## src/design/rvc_pkg.sv

```systemverilog
`default_nettype none

package rvc_pkg;

    localparam int ILEN = 32;  // expanded instruction width
    localparam int CLEN = 16;  // compressed instruction width

    // base opcodes
    localparam logic [6:0] OPC_OP_IMM = 7'b001_0011;
    localparam logic [6:0] OPC_OP     = 7'b011_0011;
    localparam logic [6:0] OPC_LUI    = 7'b011_0111;
    localparam logic [6:0] OPC_LOAD   = 7'b000_0011;
    localparam logic [6:0] OPC_STORE  = 7'b010_0011;
    localparam logic [6:0] OPC_BRANCH = 7'b110_0011;
    localparam logic [6:0] OPC_JAL    = 7'b110_1111;
    localparam logic [6:0] OPC_JALR   = 7'b110_0111;
    localparam logic [6:0] OPC_SYSTEM = 7'b111_0011;

    // funct3 of the expanded forms
    localparam logic [2:0] F3_ADD  = 3'b000;  // add, sub, addi
    localparam logic [2:0] F3_SLL  = 3'b001;
    localparam logic [2:0] F3_WORD = 3'b010;  // lw and sw
    localparam logic [2:0] F3_XOR  = 3'b100;
    localparam logic [2:0] F3_SR   = 3'b101;  // srl/sra, split by funct7
    localparam logic [2:0] F3_OR   = 3'b110;
    localparam logic [2:0] F3_AND  = 3'b111;
    localparam logic [2:0] F3_BEQ  = 3'b000;
    localparam logic [2:0] F3_BNE  = 3'b001;
    localparam logic [2:0] F3_JALR = 3'b000;

    localparam logic [6:0] F7_BASE = 7'b000_0000;
    localparam logic [6:0] F7_ALT  = 7'b010_0000;  // sub, srai

    localparam logic [4:0] REG_ZERO = 5'd0;
    localparam logic [4:0] REG_RA   = 5'd1;
    localparam logic [4:0] REG_SP   = 5'd2;

    // addi x0, x0, 0
    localparam logic [ILEN-1:0] NOP_INST =
        {12'h000, REG_ZERO, F3_ADD, REG_ZERO, OPC_OP_IMM};
    localparam logic [ILEN-1:0] EBREAK_INST =
        {12'h001, REG_ZERO, 3'b000, REG_ZERO, OPC_SYSTEM};

    // low two bits of the fetched word
    typedef enum logic [1:0] {
        Q0     = 2'b00,
        Q1     = 2'b01,
        Q2     = 2'b10,
        Q_FULL = 2'b11   // not compressed
    } quadrant_e;

    // CI / CR view
    typedef struct packed {
        logic [2:0] funct3;
        logic       bit12;
        logic [4:0] rd_rs1;
        logic [4:0] rs2_imm;
        logic [1:0] op;
    } rvc_ci_t;

    // CL / CS / CB view, register fields are x8..x15
    typedef struct packed {
        logic [2:0] funct3;
        logic [2:0] imm_hi;   // bits 12:10
        logic [2:0] rs1p;
        logic [1:0] imm_lo;   // bits 6:5
        logic [2:0] rdp;
        logic [1:0] op;
    } rvc_cl_t;

    // CJ view
    typedef struct packed {
        logic [2:0]  funct3;
        logic [10:0] target;  // scrambled jump offset
        logic [1:0]  op;
    } rvc_cj_t;

    // one halfword, read through whichever format funct3 calls for
    typedef union packed {
        rvc_ci_t ci;
        rvc_cl_t cl;
        rvc_cj_t cj;
    } rvc_word_t;

    typedef struct packed {
        logic            req;
        logic [ILEN-1:0] inst;
    } fetch_req_t;

    typedef struct packed {
        logic            ack;
        logic [ILEN-1:0] inst;
    } expand_rsp_t;

endpackage

`default_nettype wire

```

## src/design/rvc_quadrant0.sv

```systemverilog
`timescale 1ns/10ps
`default_nettype none

module rvc_quadrant0 import rvc_pkg::*; (
    input  rvc_word_t       cinst_i,
    output logic [ILEN-1:0] inst_o
);

    logic [4:0]  rd_p;       // rd' or rs2'
    logic [4:0]  rs1_p;
    logic [11:0] addi4_imm;  // zero extended nzuimm
    logic [11:0] word_imm;   // lw/sw byte offset

    // compressed registers live in x8..x15
    assign rd_p  = {2'b01, cinst_i.cl.rdp};
    assign rs1_p = {2'b01, cinst_i.cl.rs1p};

    // nzuimm[5:4|9:6|2|3] in bits 12:5
    assign addi4_imm = {2'b00,
                        cinst_i.cl.imm_hi[0], cinst_i.cl.rs1p,  // [9:6]
                        cinst_i.cl.imm_hi[2:1],                 // [5:4]
                        cinst_i.cl.imm_lo[0],                   // [3]
                        cinst_i.cl.imm_lo[1],                   // [2]
                        2'b00};

    // uimm[5:3] in 12:10, uimm[2|6] in 6:5
    assign word_imm = {5'b0_0000,
                       cinst_i.cl.imm_lo[0],   // [6]
                       cinst_i.cl.imm_hi,      // [5:3]
                       cinst_i.cl.imm_lo[1],   // [2]
                       2'b00};

    always_comb begin
        case (cinst_i.cl.funct3)
            3'b000: begin  // c.addi4spn
                inst_o = {addi4_imm, REG_SP, F3_ADD, rd_p, OPC_OP_IMM};
            end
            3'b010: begin  // c.lw
                inst_o = {word_imm, rs1_p, F3_WORD, rd_p, OPC_LOAD};
            end
            3'b110: begin  // c.sw, rs2' shares the rd' slot
                inst_o = {word_imm[11:5], rd_p, rs1_p, F3_WORD, word_imm[4:0], OPC_STORE};
            end
            default: inst_o = NOP_INST;  // fp and reserved forms
        endcase
    end

endmodule

`default_nettype wire

```

## src/design/rvc_quadrant1.sv

```systemverilog
`timescale 1ns/10ps
`default_nettype none

module rvc_quadrant1 import rvc_pkg::*; (
    input  rvc_word_t       cinst_i,
    output logic [ILEN-1:0] inst_o
);

    logic [4:0]  rd;         // full register field of CI
    logic [4:0]  rd_p;       // rd'/rs1' of the CB/CA group
    logic [4:0]  rs2_p;
    logic [11:0] imm6_sx;    // 6-bit signed immediate, extended
    logic [19:0] lui_imm;
    logic [11:0] a16_imm;    // c.addi16sp offset
    logic [11:0] j_off;      // jump offset, bit 0 always zero
    logic [12:0] b_off;      // branch offset, bit 0 always zero
    logic [10:0] t;
    logic [1:0]  funct2;     // bits 11:10

    assign rd     = cinst_i.ci.rd_rs1;
    assign rd_p   = {2'b01, cinst_i.cl.rs1p};
    assign rs2_p  = {2'b01, cinst_i.cl.rdp};
    assign funct2 = cinst_i.cl.imm_hi[1:0];
    assign t      = cinst_i.cj.target;

    assign imm6_sx = {{7{cinst_i.ci.bit12}}, cinst_i.ci.rs2_imm};
    assign lui_imm = {{15{cinst_i.ci.bit12}}, cinst_i.ci.rs2_imm};

    // nzimm[9] in 12, nzimm[4|6|8:7|5] in 6:2
    assign a16_imm = {{3{cinst_i.ci.bit12}},
                      cinst_i.ci.rs2_imm[2:1],   // [8:7]
                      cinst_i.ci.rs2_imm[3],     // [6]
                      cinst_i.ci.rs2_imm[0],     // [5]
                      cinst_i.ci.rs2_imm[4],     // [4]
                      4'b0000};

    // target holds offset[11|4|9:8|10|6|7|3:1|5]
    assign j_off = {t[10],        // [11]
                    t[6],         // [10]
                    t[8:7],       // [9:8]
                    t[4],         // [7]
                    t[5],         // [6]
                    t[0],         // [5]
                    t[9],         // [4]
                    t[3:1],       // [3:1]
                    1'b0};

    // offset[8|4:3] in 12:10, offset[7:6|2:1|5] in 6:2
    assign b_off = {{4{cinst_i.cl.imm_hi[2]}},
                    cinst_i.cl.imm_hi[2],      // [8]
                    cinst_i.cl.imm_lo,         // [7:6]
                    cinst_i.cl.rdp[0],         // [5]
                    cinst_i.cl.imm_hi[1:0],    // [4:3]
                    cinst_i.cl.rdp[2:1],       // [2:1]
                    1'b0};

    always_comb begin
        inst_o = NOP_INST;
        case (cinst_i.ci.funct3)
            3'b000: inst_o = {imm6_sx, rd, F3_ADD, rd, OPC_OP_IMM};        // c.addi
            3'b010: inst_o = {imm6_sx, REG_ZERO, F3_ADD, rd, OPC_OP_IMM};  // c.li
            3'b011: begin
                if (rd == REG_SP) begin  // c.addi16sp
                    inst_o = {a16_imm, REG_SP, F3_ADD, REG_SP, OPC_OP_IMM};
                end else begin           // c.lui
                    inst_o = {lui_imm, rd, OPC_LUI};
                end
            end
            3'b100: begin
                case (funct2)
                    2'b00: inst_o = {F7_BASE, cinst_i.ci.rs2_imm, rd_p, F3_SR, rd_p,
                                     OPC_OP_IMM};  // c.srli
                    2'b01: inst_o = {F7_ALT, cinst_i.ci.rs2_imm, rd_p, F3_SR, rd_p,
                                     OPC_OP_IMM};  // c.srai
                    2'b10: inst_o = {imm6_sx, rd_p, F3_AND, rd_p, OPC_OP_IMM};  // c.andi
                    default: begin
                        // register-register group, picked by bits 6:5
                        case (cinst_i.cl.imm_lo)
                            2'b00: inst_o = {F7_ALT, rs2_p, rd_p, F3_ADD, rd_p, OPC_OP};
                            2'b01: inst_o = {F7_BASE, rs2_p, rd_p, F3_XOR, rd_p, OPC_OP};
                            2'b10: inst_o = {F7_BASE, rs2_p, rd_p, F3_OR, rd_p, OPC_OP};
                            default: inst_o = {F7_BASE, rs2_p, rd_p, F3_AND, rd_p, OPC_OP};
                        endcase
                    end
                endcase
            end
            3'b001, 3'b101: begin
                // c.jal links to ra, c.j to zero
                inst_o = {j_off[11], j_off[10:1], j_off[11], {8{j_off[11]}},
                          cinst_i.ci.funct3[2] ? REG_ZERO : REG_RA, OPC_JAL};
            end
            3'b110: begin  // c.beqz
                inst_o = {b_off[12], b_off[10:5], REG_ZERO, rd_p, F3_BEQ,
                          b_off[4:1], b_off[11], OPC_BRANCH};
            end
            default: begin  // c.bnez
                inst_o = {b_off[12], b_off[10:5], REG_ZERO, rd_p, F3_BNE,
                          b_off[4:1], b_off[11], OPC_BRANCH};
            end
        endcase
    end

endmodule

`default_nettype wire

```

## src/design/rvc_quadrant2.sv

```systemverilog
`timescale 1ns/10ps
`default_nettype none

module rvc_quadrant2 import rvc_pkg::*; (
    input  rvc_word_t       cinst_i,
    output logic [ILEN-1:0] inst_o
);

    logic [4:0]  rd;          // rd / rs1, full register number
    logic [4:0]  rs2;
    logic [11:0] lwsp_imm;
    logic [11:0] swsp_imm;
    logic        rd_zero;
    logic        rs2_zero;

    assign rd       = cinst_i.ci.rd_rs1;
    assign rs2      = cinst_i.ci.rs2_imm;
    assign rd_zero  = (rd == REG_ZERO);
    assign rs2_zero = (rs2 == REG_ZERO);

    // uimm[5] in 12, uimm[4:2|7:6] in 6:2
    assign lwsp_imm = {4'b0000, rs2[1:0], cinst_i.ci.bit12, rs2[4:2], 2'b00};

    // uimm[5:2|7:6] in 12:7
    assign swsp_imm = {4'b0000, rd[1:0], cinst_i.ci.bit12, rd[4:2], 2'b00};

    always_comb begin
        case (cinst_i.ci.funct3)
            3'b000: inst_o = {F7_BASE, rs2, rd, F3_SLL, rd, OPC_OP_IMM};  // c.slli
            3'b010: inst_o = {lwsp_imm, REG_SP, F3_WORD, rd, OPC_LOAD};    // c.lwsp
            3'b110: begin  // c.swsp
                inst_o = {swsp_imm[11:5], rs2, REG_SP, F3_WORD, swsp_imm[4:0], OPC_STORE};
            end
            3'b100: begin
                // jr / mv / ebreak / jalr / add, split by bit 12 and the zero fields
                if (!cinst_i.ci.bit12) begin
                    if (rs2_zero) begin
                        // c.jr
                        inst_o = {12'h000, rd, F3_JALR, REG_ZERO, OPC_JALR};
                    end else begin
                        inst_o = {F7_BASE, rs2, REG_ZERO, F3_ADD, rd, OPC_OP};  // c.mv
                    end
                end else if (rs2_zero) begin
                    if (rd_zero) begin
                        inst_o = EBREAK_INST;
                    end else begin
                        // c.jalr
                        inst_o = {12'h000, rd, F3_JALR, REG_RA, OPC_JALR};
                    end
                end else begin
                    inst_o = {F7_BASE, rs2, rd, F3_ADD, rd, OPC_OP};  // c.add
                end
            end
            default: inst_o = NOP_INST;  // fp loads/stores
        endcase
    end

endmodule

`default_nettype wire

```

## src/design/rvc_expander.sv

```systemverilog
`timescale 1ns/10ps
`default_nettype none

module rvc_expander import rvc_pkg::*; (
    input  logic        clk_i,
    input  logic        rst_n_i,
    input  fetch_req_t  fetch_req_i,
    output expand_rsp_t expand_rsp_o
);

    rvc_word_t         cinst;
    quadrant_e         quad;
    logic [ILEN-1:0]   q0_inst;
    logic [ILEN-1:0]   q1_inst;
    logic [ILEN-1:0]   q2_inst;
    logic [ILEN-1:0]   sel_inst;
    expand_rsp_t       rsp_q;     // ack flop and result register

    // same halfword goes to every quadrant
    assign cinst = rvc_word_t'(fetch_req_i.inst[CLEN-1:0]);
    assign quad  = quadrant_e'(fetch_req_i.inst[1:0]);

    rvc_quadrant0 i_quadrant0 (
        .cinst_i (cinst),
        .inst_o  (q0_inst)
    );

    rvc_quadrant1 i_quadrant1 (
        .cinst_i (cinst),
        .inst_o  (q1_inst)
    );

    rvc_quadrant2 i_quadrant2 (
        .cinst_i (cinst),
        .inst_o  (q2_inst)
    );

    always_comb begin
        case (quad)
            Q0:      sel_inst = q0_inst;
            Q1:      sel_inst = q1_inst;
            Q2:      sel_inst = q2_inst;
            default: sel_inst = fetch_req_i.inst;  // full-width word, untouched
        endcase
    end

    // four-phase handshake
    // capture on req rising into an idle stage, release once req is gone
    always_ff @(posedge clk_i or negedge rst_n_i) begin
        if (!rst_n_i) begin
            rsp_q.ack  <= 1'b0;
            rsp_q.inst <= '0;
        end else if (fetch_req_i.req && !rsp_q.ack) begin
            rsp_q.ack  <= 1'b1;
            rsp_q.inst <= sel_inst;
        end else if (!fetch_req_i.req && rsp_q.ack) begin
            rsp_q.ack  <= 1'b0;  // result stays for the consumer
        end
    end

    assign expand_rsp_o = rsp_q;

endmodule

`default_nettype wire

```

## config.mk

```make
export PLATFORM = sky130hd
export DESIGN_NAME = rvc_expander
export DESIGN_NICKNAME = d
export VERILOG_FILES = /design/src/design/rvc_pkg.sv /design/src/design/rvc_quadrant0.sv /design/src/design/rvc_quadrant1.sv /design/src/design/rvc_quadrant2.sv /design/src/design/rvc_expander.sv
export SDC_FILE = /design/constraint.sdc
export NUM_CORES = 1
export LEC_CHECK = 0
export BUFFER_PORTS_ARGS = -buffer_cell sky130_fd_sc_hd__clkbuf_2
export CORE_MARGIN = 2
export CORE_UTILIZATION = 40
export CTS_BUF_LIST = sky130_fd_sc_hd__clkbuf_16
export CTS_CLUSTER_DIAMETER = 50
export CTS_CLUSTER_SIZE = 30
export DETAILED_ROUTE_END_ITERATION = 8
export GPL_TIMING_DRIVEN = 0
export HOLD_SLACK_MARGIN = 0.06
export RECOVER_POWER = 50
export REMOVE_ABC_BUFFERS = 1
export SYNTH_ARGS = -nofsm -noshare
export SYNTH_HDL_FRONTEND = slang
export SYNTH_SLANG_ARGS = --single-unit
```

## constraint.sdc

```tcl
create_clock -name clk_i -period 1.8 [get_ports clk_i]
set_clock_uncertainty 0.15 [all_clocks]
set_input_delay 0.36 -clock clk_i [delete_from_list [all_inputs] [get_ports clk_i]]
set_output_delay 0.36 -clock clk_i [all_outputs]
set_load 0.02 [all_outputs]
```

==> flow_summary.html, run 1 <==
<table>
<tr><th>Metric</th><th>Value</th></tr>
<tr><th colspan="2">Worst setup path</th></tr>
<tr><td>CP Data Required Time</td><td>1.85 ns</td></tr>
<tr><td>Sort of element at the end of the critical path</td><td>register</td></tr>
<tr><td>Delay of the slowest cell on the worst path</td><td>0.47 ns</td></tr>
<tr><td>Worst R2R Path Depth</td><td>6</td></tr>
<tr><td>Cell depth of the worst setup path</td><td>6</td></tr>
<tr><td>Family of cells with the greatest summed delay on the critical path</td><td>simple AND/OR/NAND/NOR gates</td></tr>
<tr><td>Library cell contributing the largest single delay on the critical path</td><td>sky130_fd_sc_hd__or4_1</td></tr>
<tr><td>Worst setup path class</td><td>reg2reg</td></tr>
<tr><td>Data arrival time of the critical path</td><td>1.81 ns</td></tr>
<tr><td>CP cell instances</td><td>inv_2 &gt; ha_4 &gt; clkinvlp_4 &gt; buf_4 &gt; or4_1 &gt; o21ai_1</td></tr>
<tr><td>Crit path buffers/inverters</td><td>3</td></tr>
<tr><td>Launching element type of the critical path</td><td>register</td></tr>
<tr><td>Peak fanout along the critical path</td><td>4</td></tr>
<tr><th colspan="2">Die</th></tr>
<tr><td>Count of standard-cell rows</td><td>31</td></tr>
<tr><td>DIE AREA</td><td>7940 um^2</td></tr>
<tr><td>Width of the chip</td><td>89.1 um</td></tr>
<tr><td>Top Ports</td><td>68</td></tr>
<tr><td>Die height</td><td>89.1 um</td></tr>
<tr><td>Placeable core region</td><td>around 7100 um^2</td></tr>
<tr><td>Starting density of the core</td><td>0.406</td></tr>
<tr><th colspan="2">Yosys</th></tr>
<tr><td>Async set-or-reset flop fraction in the synthesized netlist</td><td>1.00</td></tr>
<tr><td>Cell types occupying the most area after synthesis</td><td>sky130_fd_sc_hd__dfrtp_1 (28%), sky130_fd_sc_hd__o21ai_0 (6.4%), sky130_fd_sc_hd__a21oi_1 (5.2%)</td></tr>
<tr><td>Cell Area, Synth</td><td>2900 um^2</td></tr>
<tr><td>Area share of the leading cell type in the synthesized netlist</td><td>0.285</td></tr>
<tr><td>Count of distinct cell types in the synthesized netlist</td><td>68</td></tr>
<tr><td>Yosys Warn Count</td><td>0</td></tr>
<tr><td>Most frequent cell after synthesis</td><td>sky130_fd_sc_hd__nor2_1</td></tr>
<tr><td>Commonest cells post-synth</td><td>sky130_fd_sc_hd__nor2_1 (38), sky130_fd_sc_hd__o21ai_0 (37), sky130_fd_sc_hd__dfrtp_1 (33)</td></tr>
<tr><td>Most used DFF post-synth</td><td>sky130_fd_sc_hd__dfrtp_1</td></tr>
<tr><td>Area leader, netlist</td><td>sky130_fd_sc_hd__dfrtp_1</td></tr>
<tr><td>Number of flops mapped to enable cells by yosys</td><td>0</td></tr>
<tr><td>Portion of the post-synthesis area used by sequential elements</td><td>0.285</td></tr>
<tr><td>Gate Count Post-Synth</td><td>about 380</td></tr>
<tr><td>#FFs+latches synth</td><td>33</td></tr>
<tr><td>Mapped Avg Cell Area</td><td>about 7.6 um^2</td></tr>
<tr><th colspan="2">Place</th></tr>
<tr><td>Count of buffers from port buffering</td><td>67</td></tr>
<tr><td>Placed Instance Area</td><td>3170 um^2</td></tr>
<tr><td>DP Wirelength</td><td>7050 um</td></tr>
<tr><td>Placer congestion estimate</td><td>0.934</td></tr>
<tr><th colspan="2">Worst hold path</th></tr>
<tr><td>Hold crit path type</td><td>in2async</td></tr>
<tr><th colspan="2">Timing</th></tr>
<tr><td>Maximum operating frequency</td><td>566 MHz</td></tr>
<tr><td>Max-slew headroom</td><td>0.416</td></tr>
<tr><td>Share of the cycle needed by the critical path after routing</td><td>0.982</td></tr>
<tr><td>Final hold violation count</td><td>0</td></tr>
<tr><td>Final-report max-slew violation count</td><td>0</td></tr>
<tr><td>Setup repair after global routing missed its margin</td><td>true</td></tr>
<tr><td>Crit path time final</td><td>between 1.5 and 2 ns</td></tr>
<tr><td>Final count of negative-setup-slack endpoints</td><td>0</td></tr>
<tr><td>Slew at the pin closest to its max-slew limit</td><td>0.877 ns</td></tr>
<tr><td>Tightest hold margin</td><td>~0.049 ns</td></tr>
<tr><th colspan="2">Final layout</th></tr>
<tr><td>Antenna diode count</td><td>0</td></tr>
<tr><td>Area growth, synth to finish</td><td>26.4%</td></tr>
<tr><td>Final instance area</td><td>approximately 3700 um^2</td></tr>
<tr><td>Max reg flops</td><td>33</td></tr>
<tr><td>Fraction of the core area covered by cells at the end of the flow</td><td>0.513</td></tr>
<tr><td>Fraction of layout cells with a size suffix above 1</td><td>0.277</td></tr>
<tr><td>Net count reported at finish</td><td>470</td></tr>
<tr><th colspan="2">Drt</th></tr>
<tr><td>Drt first pass iters</td><td>5</td></tr>
<tr><td>Per-cell via count in the routed design</td><td>6.36</td></tr>
<tr><td>DRC marker count from the first detailed-route iteration</td><td>379</td></tr>
<tr><td>Final routed DRC violation total</td><td>0</td></tr>
<tr><td>Post-route antenna net violation count</td><td>0</td></tr>
<tr><td>Final routed wire length divided by cell count</td><td>21.7 um</td></tr>
<tr><td>Total via count after detailed routing</td><td>approximately 3400</td></tr>
<tr><td>Total Wirelength</td><td>11600 um</td></tr>
<tr><th colspan="2">Global route</th></tr>
<tr><td>Initial antenna violation count</td><td>0</td></tr>
<tr><td>Wire length of the first global-routing pass</td><td>about 18000 um</td></tr>
<tr><td>Combined global-route utilization of all metal layers</td><td>0.299</td></tr>
<tr><td>Maximum number of pins on one net before global-route repair</td><td>45</td></tr>
<tr><td>Remaining global-route overflow</td><td>0</td></tr>
<tr><td>Number of global-route vias before repair</td><td>just over 3000</td></tr>
<tr><th colspan="2">Power</th></tr>
<tr><td>Worst voltage drop across the vdd grid</td><td>0.000543 V</td></tr>
<tr><td>Power density over cell area</td><td>between 1000 and 1500 nW/um^2</td></tr>
<tr><td>Power, Total</td><td>3790 uW</td></tr>
<tr><td>Total leakage power</td><td>0.00147 uW</td></tr>
<tr><th colspan="2">Clocking</th></tr>
<tr><td>Buffer levels on the longest clock path</td><td>2</td></tr>
<tr><td>H-tree Lvls</td><td>2</td></tr>
<tr><td>CTS sink count</td><td>33</td></tr>
<tr><td>Clock insertion delay at the later pin of the skew report</td><td>0.27 ns</td></tr>
<tr><td>Buffer cell driving the clock tree root</td><td>sky130_fd_sc_hd__clkbuf_16</td></tr>
<tr><td>Clk slew on worst S/H paths</td><td>about 0.050 ns</td></tr>
<tr><td>Num CTS Buffers</td><td>5</td></tr>
<tr><td>Hold buffer count at cts</td><td>0</td></tr>
<tr><td>Clock tree from TritonCTS</td><td>yes</td></tr>
<tr><th colspan="2">Job</th></tr>
<tr><td>Max-cap check violation count</td><td>0</td></tr>
<tr><th colspan="2">Status</th></tr>
<tr><td>Run status</td><td>complete, no violations</td></tr>
</table>
[final cells by class]
| type | count | area, um^2 |
|---|---|---|
| multi-input combinational | 302 | 1990 |
| timing repair buffer | 83 | 548 |
| timing repair inverter | 1 | 7.51 |
| clock inverter | 1 | 5.00 |
| tap | 99 | 124 |
| inverter | 8 | 40.0 |
| clock buffer | 5 | 125 |
| fill | 765 | 3470 |
| sequential | 33 | 826 |
[power breakdown]
part / leakage (uW) / switching, uW / internal, uW / total [uW]
Clock: 0.0000655 / 291 / 493 / 784
Sequential: 0.000391 / 148 / 1040 / 1180
Combinational: 0.00101 / 1190 / 636 / 1830
[metal layers]
metal,vias to the layer above,GRT usage,routed length [um]
met5,-,0,0
met3,35,0.0443,1120
met1,1607,0.426,5010
met2,212,0.459,5070
li1,1531,-,-
met4,0,0.107,363
[cell usage in the layout, fill, tap and decap left out, types with 5 or more instances in the layout]
cell type	Yosys	final
sky130_fd_sc_hd__dfrtp_1	33	33
sky130_fd_sc_hd__clkbuf_16	0	6
sky130_fd_sc_hd__nand2_1	32	30
sky130_fd_sc_hd__clkbuf_2	0	41
sky130_fd_sc_hd__o21ai_1	4	6
sky130_fd_sc_hd__nand2b_1	10	9
sky130_fd_sc_hd__a21oi_1	30	30
sky130_fd_sc_hd__o21ai_0	37	35
sky130_fd_sc_hd__buf_4	0	17
sky130_fd_sc_hd__o22ai_1	9	9
sky130_fd_sc_hd__a21o_1	6	6
sky130_fd_sc_hd__o211ai_1	5	5
sky130_fd_sc_hd__nand3_1	7	6
sky130_fd_sc_hd__a31oi_1	11	11
sky130_fd_sc_hd__o2bb2ai_1	6	6
sky130_fd_sc_hd__a211oi_1	8	6
sky130_fd_sc_hd__clkbuf_1	19	12
sky130_fd_sc_hd__a22oi_1	6	5
sky130_fd_sc_hd__nor2_1	38	35
sky130_fd_sc_hd__and3_1	5	5
[metrics by stage]
stage / setup TNS (ns) / setup WS, ns / instances
3_3_place_gp: -37.12 / -2.03 / 509
3_5_place_dp: -23.79 / -1.31 / 509
2_1_floorplan: -13.08 / -0.926 / 343
4_1_cts: 0 / 0.00469 / 530
5_1_grt: -0.133 / -0.0509 / 532
6_report: 0 / 0.0318 / 532
[worst register-to-register path, delay by kind of cell, from the launching register on]
kind,cells,cell delay (ns)
adder cells (fa/ha/maj),1,0.16
AND/OR/NAND/NOR,1,0.48
flip-flops,1,0.40
AO/OA/AOI/OAI,1,0.14
buffers and inverters,3,0.37
[cell families (layout without fill, tap and decap cells)]
family                   Yosys count  count (layout)  synth area share
AO/OA/AOI/OAI                    169             169             0.397
buffers and inverters             48              98            0.0747
adder cells (fa/ha/maj)            1               1           0.00432
multiplexers                       2               2           0.00691
flip-flops                        33              33             0.285
AND/OR/NAND/NOR                  130             130             0.233
[worst paths after layout]
path                                              start                           end  slack, ns
setup / recovery           expand_rsp_o[32]$_DFFE_PN0P_  expand_rsp_o[24]$_DFFE_PN0P_       0.03
hold / removal                                  rst_n_i   expand_rsp_o[7]$_DFFE_PN0P_       0.05
setup reg to reg           expand_rsp_o[32]$_DFFE_PN0P_  expand_rsp_o[24]$_DFFE_PN0P_       0.03
hold reg to reg             expand_rsp_o[1]$_DFFE_PN0P_   expand_rsp_o[1]$_DFFE_PN0P_       0.32
max in group asynchronous                       rst_n_i   expand_rsp_o[1]$_DFFE_PN0P_       0.90
min in group clk_i                      fetch_req_i[19]  expand_rsp_o[19]$_DFFE_PN0P_       0.22
[timing repair]
| action | in CTS | in global routing |
|---|---|---|
| gates cloned | 1 | 0 |
| setup endpoints to repair | 31 | 18 |
| buffers inserted | 14 | 2 |
| pin swaps | 5 | 10 |
| resized for setup | 37 | 37 |
| endpoints found under the hold margin | 0 | 0 |
Note: power is estimated with default switching activity, not from simulation.
==> inputs of run 2 (changes only) <==
Settings changed: CORE_MARGIN 2 to 1.5.
==> run 2 against run 1 <==
- cell count up 0.19%
- via count grew 3.0%
- power increased by 2.8%
- non-clock buffer count grew 2
- clock power is 6.9% higher
- critical path depth grew 2
- cell area is 0.41% higher
- first-iteration DRC count is 11% higher
- routed wire length is 1.8% higher
- fmax down 1.6%
- die area down 2.2%
- hold slack got worse by 0.027 ns
==> flow_summary.html, run 2 (same netlist as run 1, synthesis figures left out) <==
<table>
<tr><th>Metric</th><th>Value</th></tr>
<tr><th colspan="2">Global route</th></tr>
<tr><td>Most utilized layer in the global route result</td><td>met2</td></tr>
<tr><td>Maximum number of pins on one net before global-route repair</td><td>45</td></tr>
<tr><td>Remaining global-route overflow</td><td>0</td></tr>
<tr><td>Number of global-route vias before repair</td><td>between 3000 and 4000</td></tr>
<tr><td>Combined global-route utilization of all metal layers</td><td>0.310</td></tr>
<tr><td>Global Route met2 Usage</td><td>0.480</td></tr>
<tr><td>Global routing usage on met1</td><td>0.430</td></tr>
<tr><td>Met3 Track Usage GR</td><td>0.0660</td></tr>
<tr><td>Wire length of the first global-routing pass</td><td>around 18000 um</td></tr>
<tr><td>Initial antenna violation count</td><td>0</td></tr>
<tr><th colspan="2">Drt</th></tr>
<tr><td>Per-cell via count in the routed design</td><td>6.54</td></tr>
<tr><td>Drt first pass iters</td><td>5</td></tr>
<tr><td>Total Wirelength</td><td>11800 um</td></tr>
<tr><td>DRC marker count from the first detailed-route iteration</td><td>between 400 and 500</td></tr>
<tr><td>Total via count after detailed routing</td><td>3485</td></tr>
<tr><td>Post-route antenna net violation count</td><td>0</td></tr>
<tr><td>Final routed wire length divided by cell count</td><td>22.1 um</td></tr>
<tr><td>Final routed DRC violation total</td><td>0</td></tr>
<tr><th colspan="2">Timing</th></tr>
<tr><td>Slew at the pin closest to its max-slew limit</td><td>0.865 ns</td></tr>
<tr><td>Final count of negative-setup-slack endpoints</td><td>0</td></tr>
<tr><td>Share of the cycle needed by the critical path after routing</td><td>0.999</td></tr>
<tr><td>Tightest hold margin</td><td>0.0218 ns</td></tr>
<tr><td>Final hold violation count</td><td>0</td></tr>
<tr><td>Maximum operating frequency</td><td>~560 MHz</td></tr>
<tr><td>Final-report max-slew violation count</td><td>0</td></tr>
<tr><td>Sum of negative setup slack</td><td>0 ns</td></tr>
<tr><td>Setup repair after global routing missed its margin</td><td>true</td></tr>
<tr><td>Crit path time final</td><td>1.80 ns</td></tr>
<tr><td>Max-slew headroom</td><td>0.423</td></tr>
<tr><th colspan="2">Job</th></tr>
<tr><td>Max-cap check violation count</td><td>0</td></tr>
<tr><th colspan="2">Clocking</th></tr>
<tr><td>Clk slew on worst S/H paths</td><td>0.06 ns</td></tr>
<tr><td>Hold buffer count at cts</td><td>0</td></tr>
<tr><td>Clock tree from TritonCTS</td><td>yes</td></tr>
<tr><td>Clock insertion delay at the later pin of the skew report</td><td>0.28 ns</td></tr>
<tr><td>CTS sink count</td><td>33</td></tr>
<tr><td>H-tree Lvls</td><td>2</td></tr>
<tr><td>Num CTS Buffers</td><td>5</td></tr>
<tr><td>Buffer levels on the longest clock path</td><td>2</td></tr>
<tr><td>Buffer cell driving the clock tree root</td><td>sky130_fd_sc_hd__clkbuf_16</td></tr>
<tr><th colspan="2">Power</th></tr>
<tr><td>Power, Total</td><td>3900 uW</td></tr>
<tr><td>Total leakage power</td><td>0.00148 uW</td></tr>
<tr><td>Power density over cell area</td><td>1060 nW/um^2</td></tr>
<tr><td>Worst voltage drop across the vdd grid</td><td>0.000433 V</td></tr>
<tr><th colspan="2">Final layout</th></tr>
<tr><td>Area growth, synth to finish</td><td>26.9%</td></tr>
<tr><td>Area taken by flip-flops and latches</td><td>between 800 and 900 um^2</td></tr>
<tr><td>Final instance area</td><td>approximately 3700 um^2</td></tr>
<tr><td>Max reg flops</td><td>33</td></tr>
<tr><td>Net count reported at finish</td><td>472</td></tr>
<tr><td>Most frequent standard cell in the layout excluding fill and tap cells</td><td>sky130_fd_sc_hd__clkbuf_2</td></tr>
<tr><td>Fraction of layout cells with a size suffix above 1</td><td>0.281</td></tr>
<tr><td>Area of combinational cells with multiple inputs</td><td>1990 um^2</td></tr>
<tr><td>Commonest non-fill, non-tap cells in the layout</td><td>sky130_fd_sc_hd__clkbuf_2 (42), sky130_fd_sc_hd__o21ai_0 (37), sky130_fd_sc_hd__nor2_1 (35)</td></tr>
<tr><td>Filler Cells Inserted</td><td>735</td></tr>
<tr><td>Antenna diode count</td><td>0</td></tr>
<tr><th colspan="2">Worst setup path</th></tr>
<tr><td>Reg2reg setup slack</td><td>~0.050 ns</td></tr>
<tr><td>Data arrival time of the critical path</td><td>around 1.8 ns</td></tr>
<tr><td>CP Data Required Time</td><td>roughly 1.8 ns</td></tr>
<tr><td>Capture instance of the worst register-to-register path</td><td>expand_rsp_o[24]$_DFFE_PN0P_</td></tr>
<tr><td>FF-to-FF Start</td><td>expand_rsp_o[32]$_DFFE_PN0P_</td></tr>
<tr><td>Worst R2R Path Depth</td><td>6</td></tr>
<tr><td>Sort of element at the end of the critical path</td><td>register</td></tr>
<tr><td>Peak fanout along the critical path</td><td>12</td></tr>
<tr><td>Worst setup path class</td><td>in2reg</td></tr>
<tr><td>Launching element type of the critical path</td><td>primary input</td></tr>
<tr><th colspan="2">Status</th></tr>
<tr><td>Run status</td><td>complete, no violations</td></tr>
<tr><th colspan="2">Die</th></tr>
<tr><td>Placeable core region</td><td>approximately 6900 um^2</td></tr>
<tr><td>Top Ports</td><td>slightly below 70</td></tr>
<tr><td>DIE AREA</td><td>around 7800 um^2</td></tr>
<tr><td>Die height</td><td>88.1 um</td></tr>
<tr><td>Width of the chip</td><td>about 90 um</td></tr>
<tr><td>Starting density of the core</td><td>0.420</td></tr>
<tr><td>Count of standard-cell rows</td><td>30</td></tr>
<tr><th colspan="2">Place</th></tr>
<tr><td>Count of buffers from port buffering</td><td>67</td></tr>
<tr><td>Placer congestion estimate</td><td>0.977</td></tr>
<tr><td>DP Wirelength</td><td>7070 um</td></tr>
<tr><td>Placed Instance Area</td><td>3170 um^2</td></tr>
<tr><th colspan="2">Worst hold path</th></tr>
<tr><td>Hold crit path type</td><td>in2async</td></tr>
</table>
run 2: where the power goes:
group | internal, uW | total [uW] | switching (uW)
Combinational | 669 | 1870 | 1210
Sequential | 1030 | 1190 | 154
Clock | 503 | 838 | 335
Total | 2210 | 3900 | 1690
run 2: how the worst max path moves through the flow:
stage                     slack [ns]                          from                           end
after floorplan                -0.93  expand_rsp_o[32]$_DFFE_PN0P_   expand_rsp_o[8]$_DFFE_PN0P_
after global placement         -2.05               fetch_req_i[32]   expand_rsp_o[8]$_DFFE_PN0P_
after detailed placement       -1.30               fetch_req_i[32]   expand_rsp_o[8]$_DFFE_PN0P_
after CTS                     -0.007                fetch_req_i[0]  expand_rsp_o[30]$_DFFE_PN0P_
after global routing           -0.02               fetch_req_i[11]  expand_rsp_o[26]$_DFFE_PN0P_
final                          0.002               fetch_req_i[11]  expand_rsp_o[26]$_DFFE_PN0P_
run 2: stage by stage:
stage	util	setup slack (ns)	instances
finish	0.533	0.00222	533
global placement	0.459	-2.05	506
detailed placement	0.459	-1.30	506
CTS	0.518	-0.00724	529
floorplan	-	-0.926	343
global route	0.533	-0.0180	533
run 2: metal layers:
| metal | routed length [um] | share of wire | vias up |
|---|---|---|---|
| met5 | 0 | 0 | - |
| met2 | 5340 | 0.45 | 230 |
| met1 | 5030 | 0.43 | 1698 |
| li1 | - | - | 1536 |
| met3 | 1180 | 0.10 | 21 |
| met4 | 215 | 0.018 | 0 |
run 2: area by class of cell:
| cell class | count | share of cell area |
|---|---|---|
| clock buffers | 5 | 0.0340 |
| clock inverters | 3 | 0.00374 |
| inverters | 8 | 0.0102 |
| multi-input cells | 302 | 0.542 |
| flip-flops and latches | 33 | 0.224 |
| well taps | 96 | 0.0326 |
| repair buffers | 85 | 0.151 |
| repair inverters | 1 | 0.00204 |
run 2: repair_timing:
action / in CTS / in global routing
cloned: 1 / 0
pin swaps: 5 / 10
buffers inserted: 14 / 4
setup endpoints to repair: 31 / 20
resized for setup: 39 / 26
run 2: worst max-delay path, stage by stage:
cell and delay, ns:
sky130_fd_sc_hd__buf_4 0.17, sky130_fd_sc_hd__nor4_4 0.30, sky130_fd_sc_hd__buf_4 0.16, sky130_fd_sc_hd__buf_4 0.12, sky130_fd_sc_hd__a211oi_4 0.09, sky130_fd_sc_hd__a311oi_1 0.38, sky130_fd_sc_hd__a21o_1 0.17, sky130_fd_sc_hd__a21oi_1 0.06
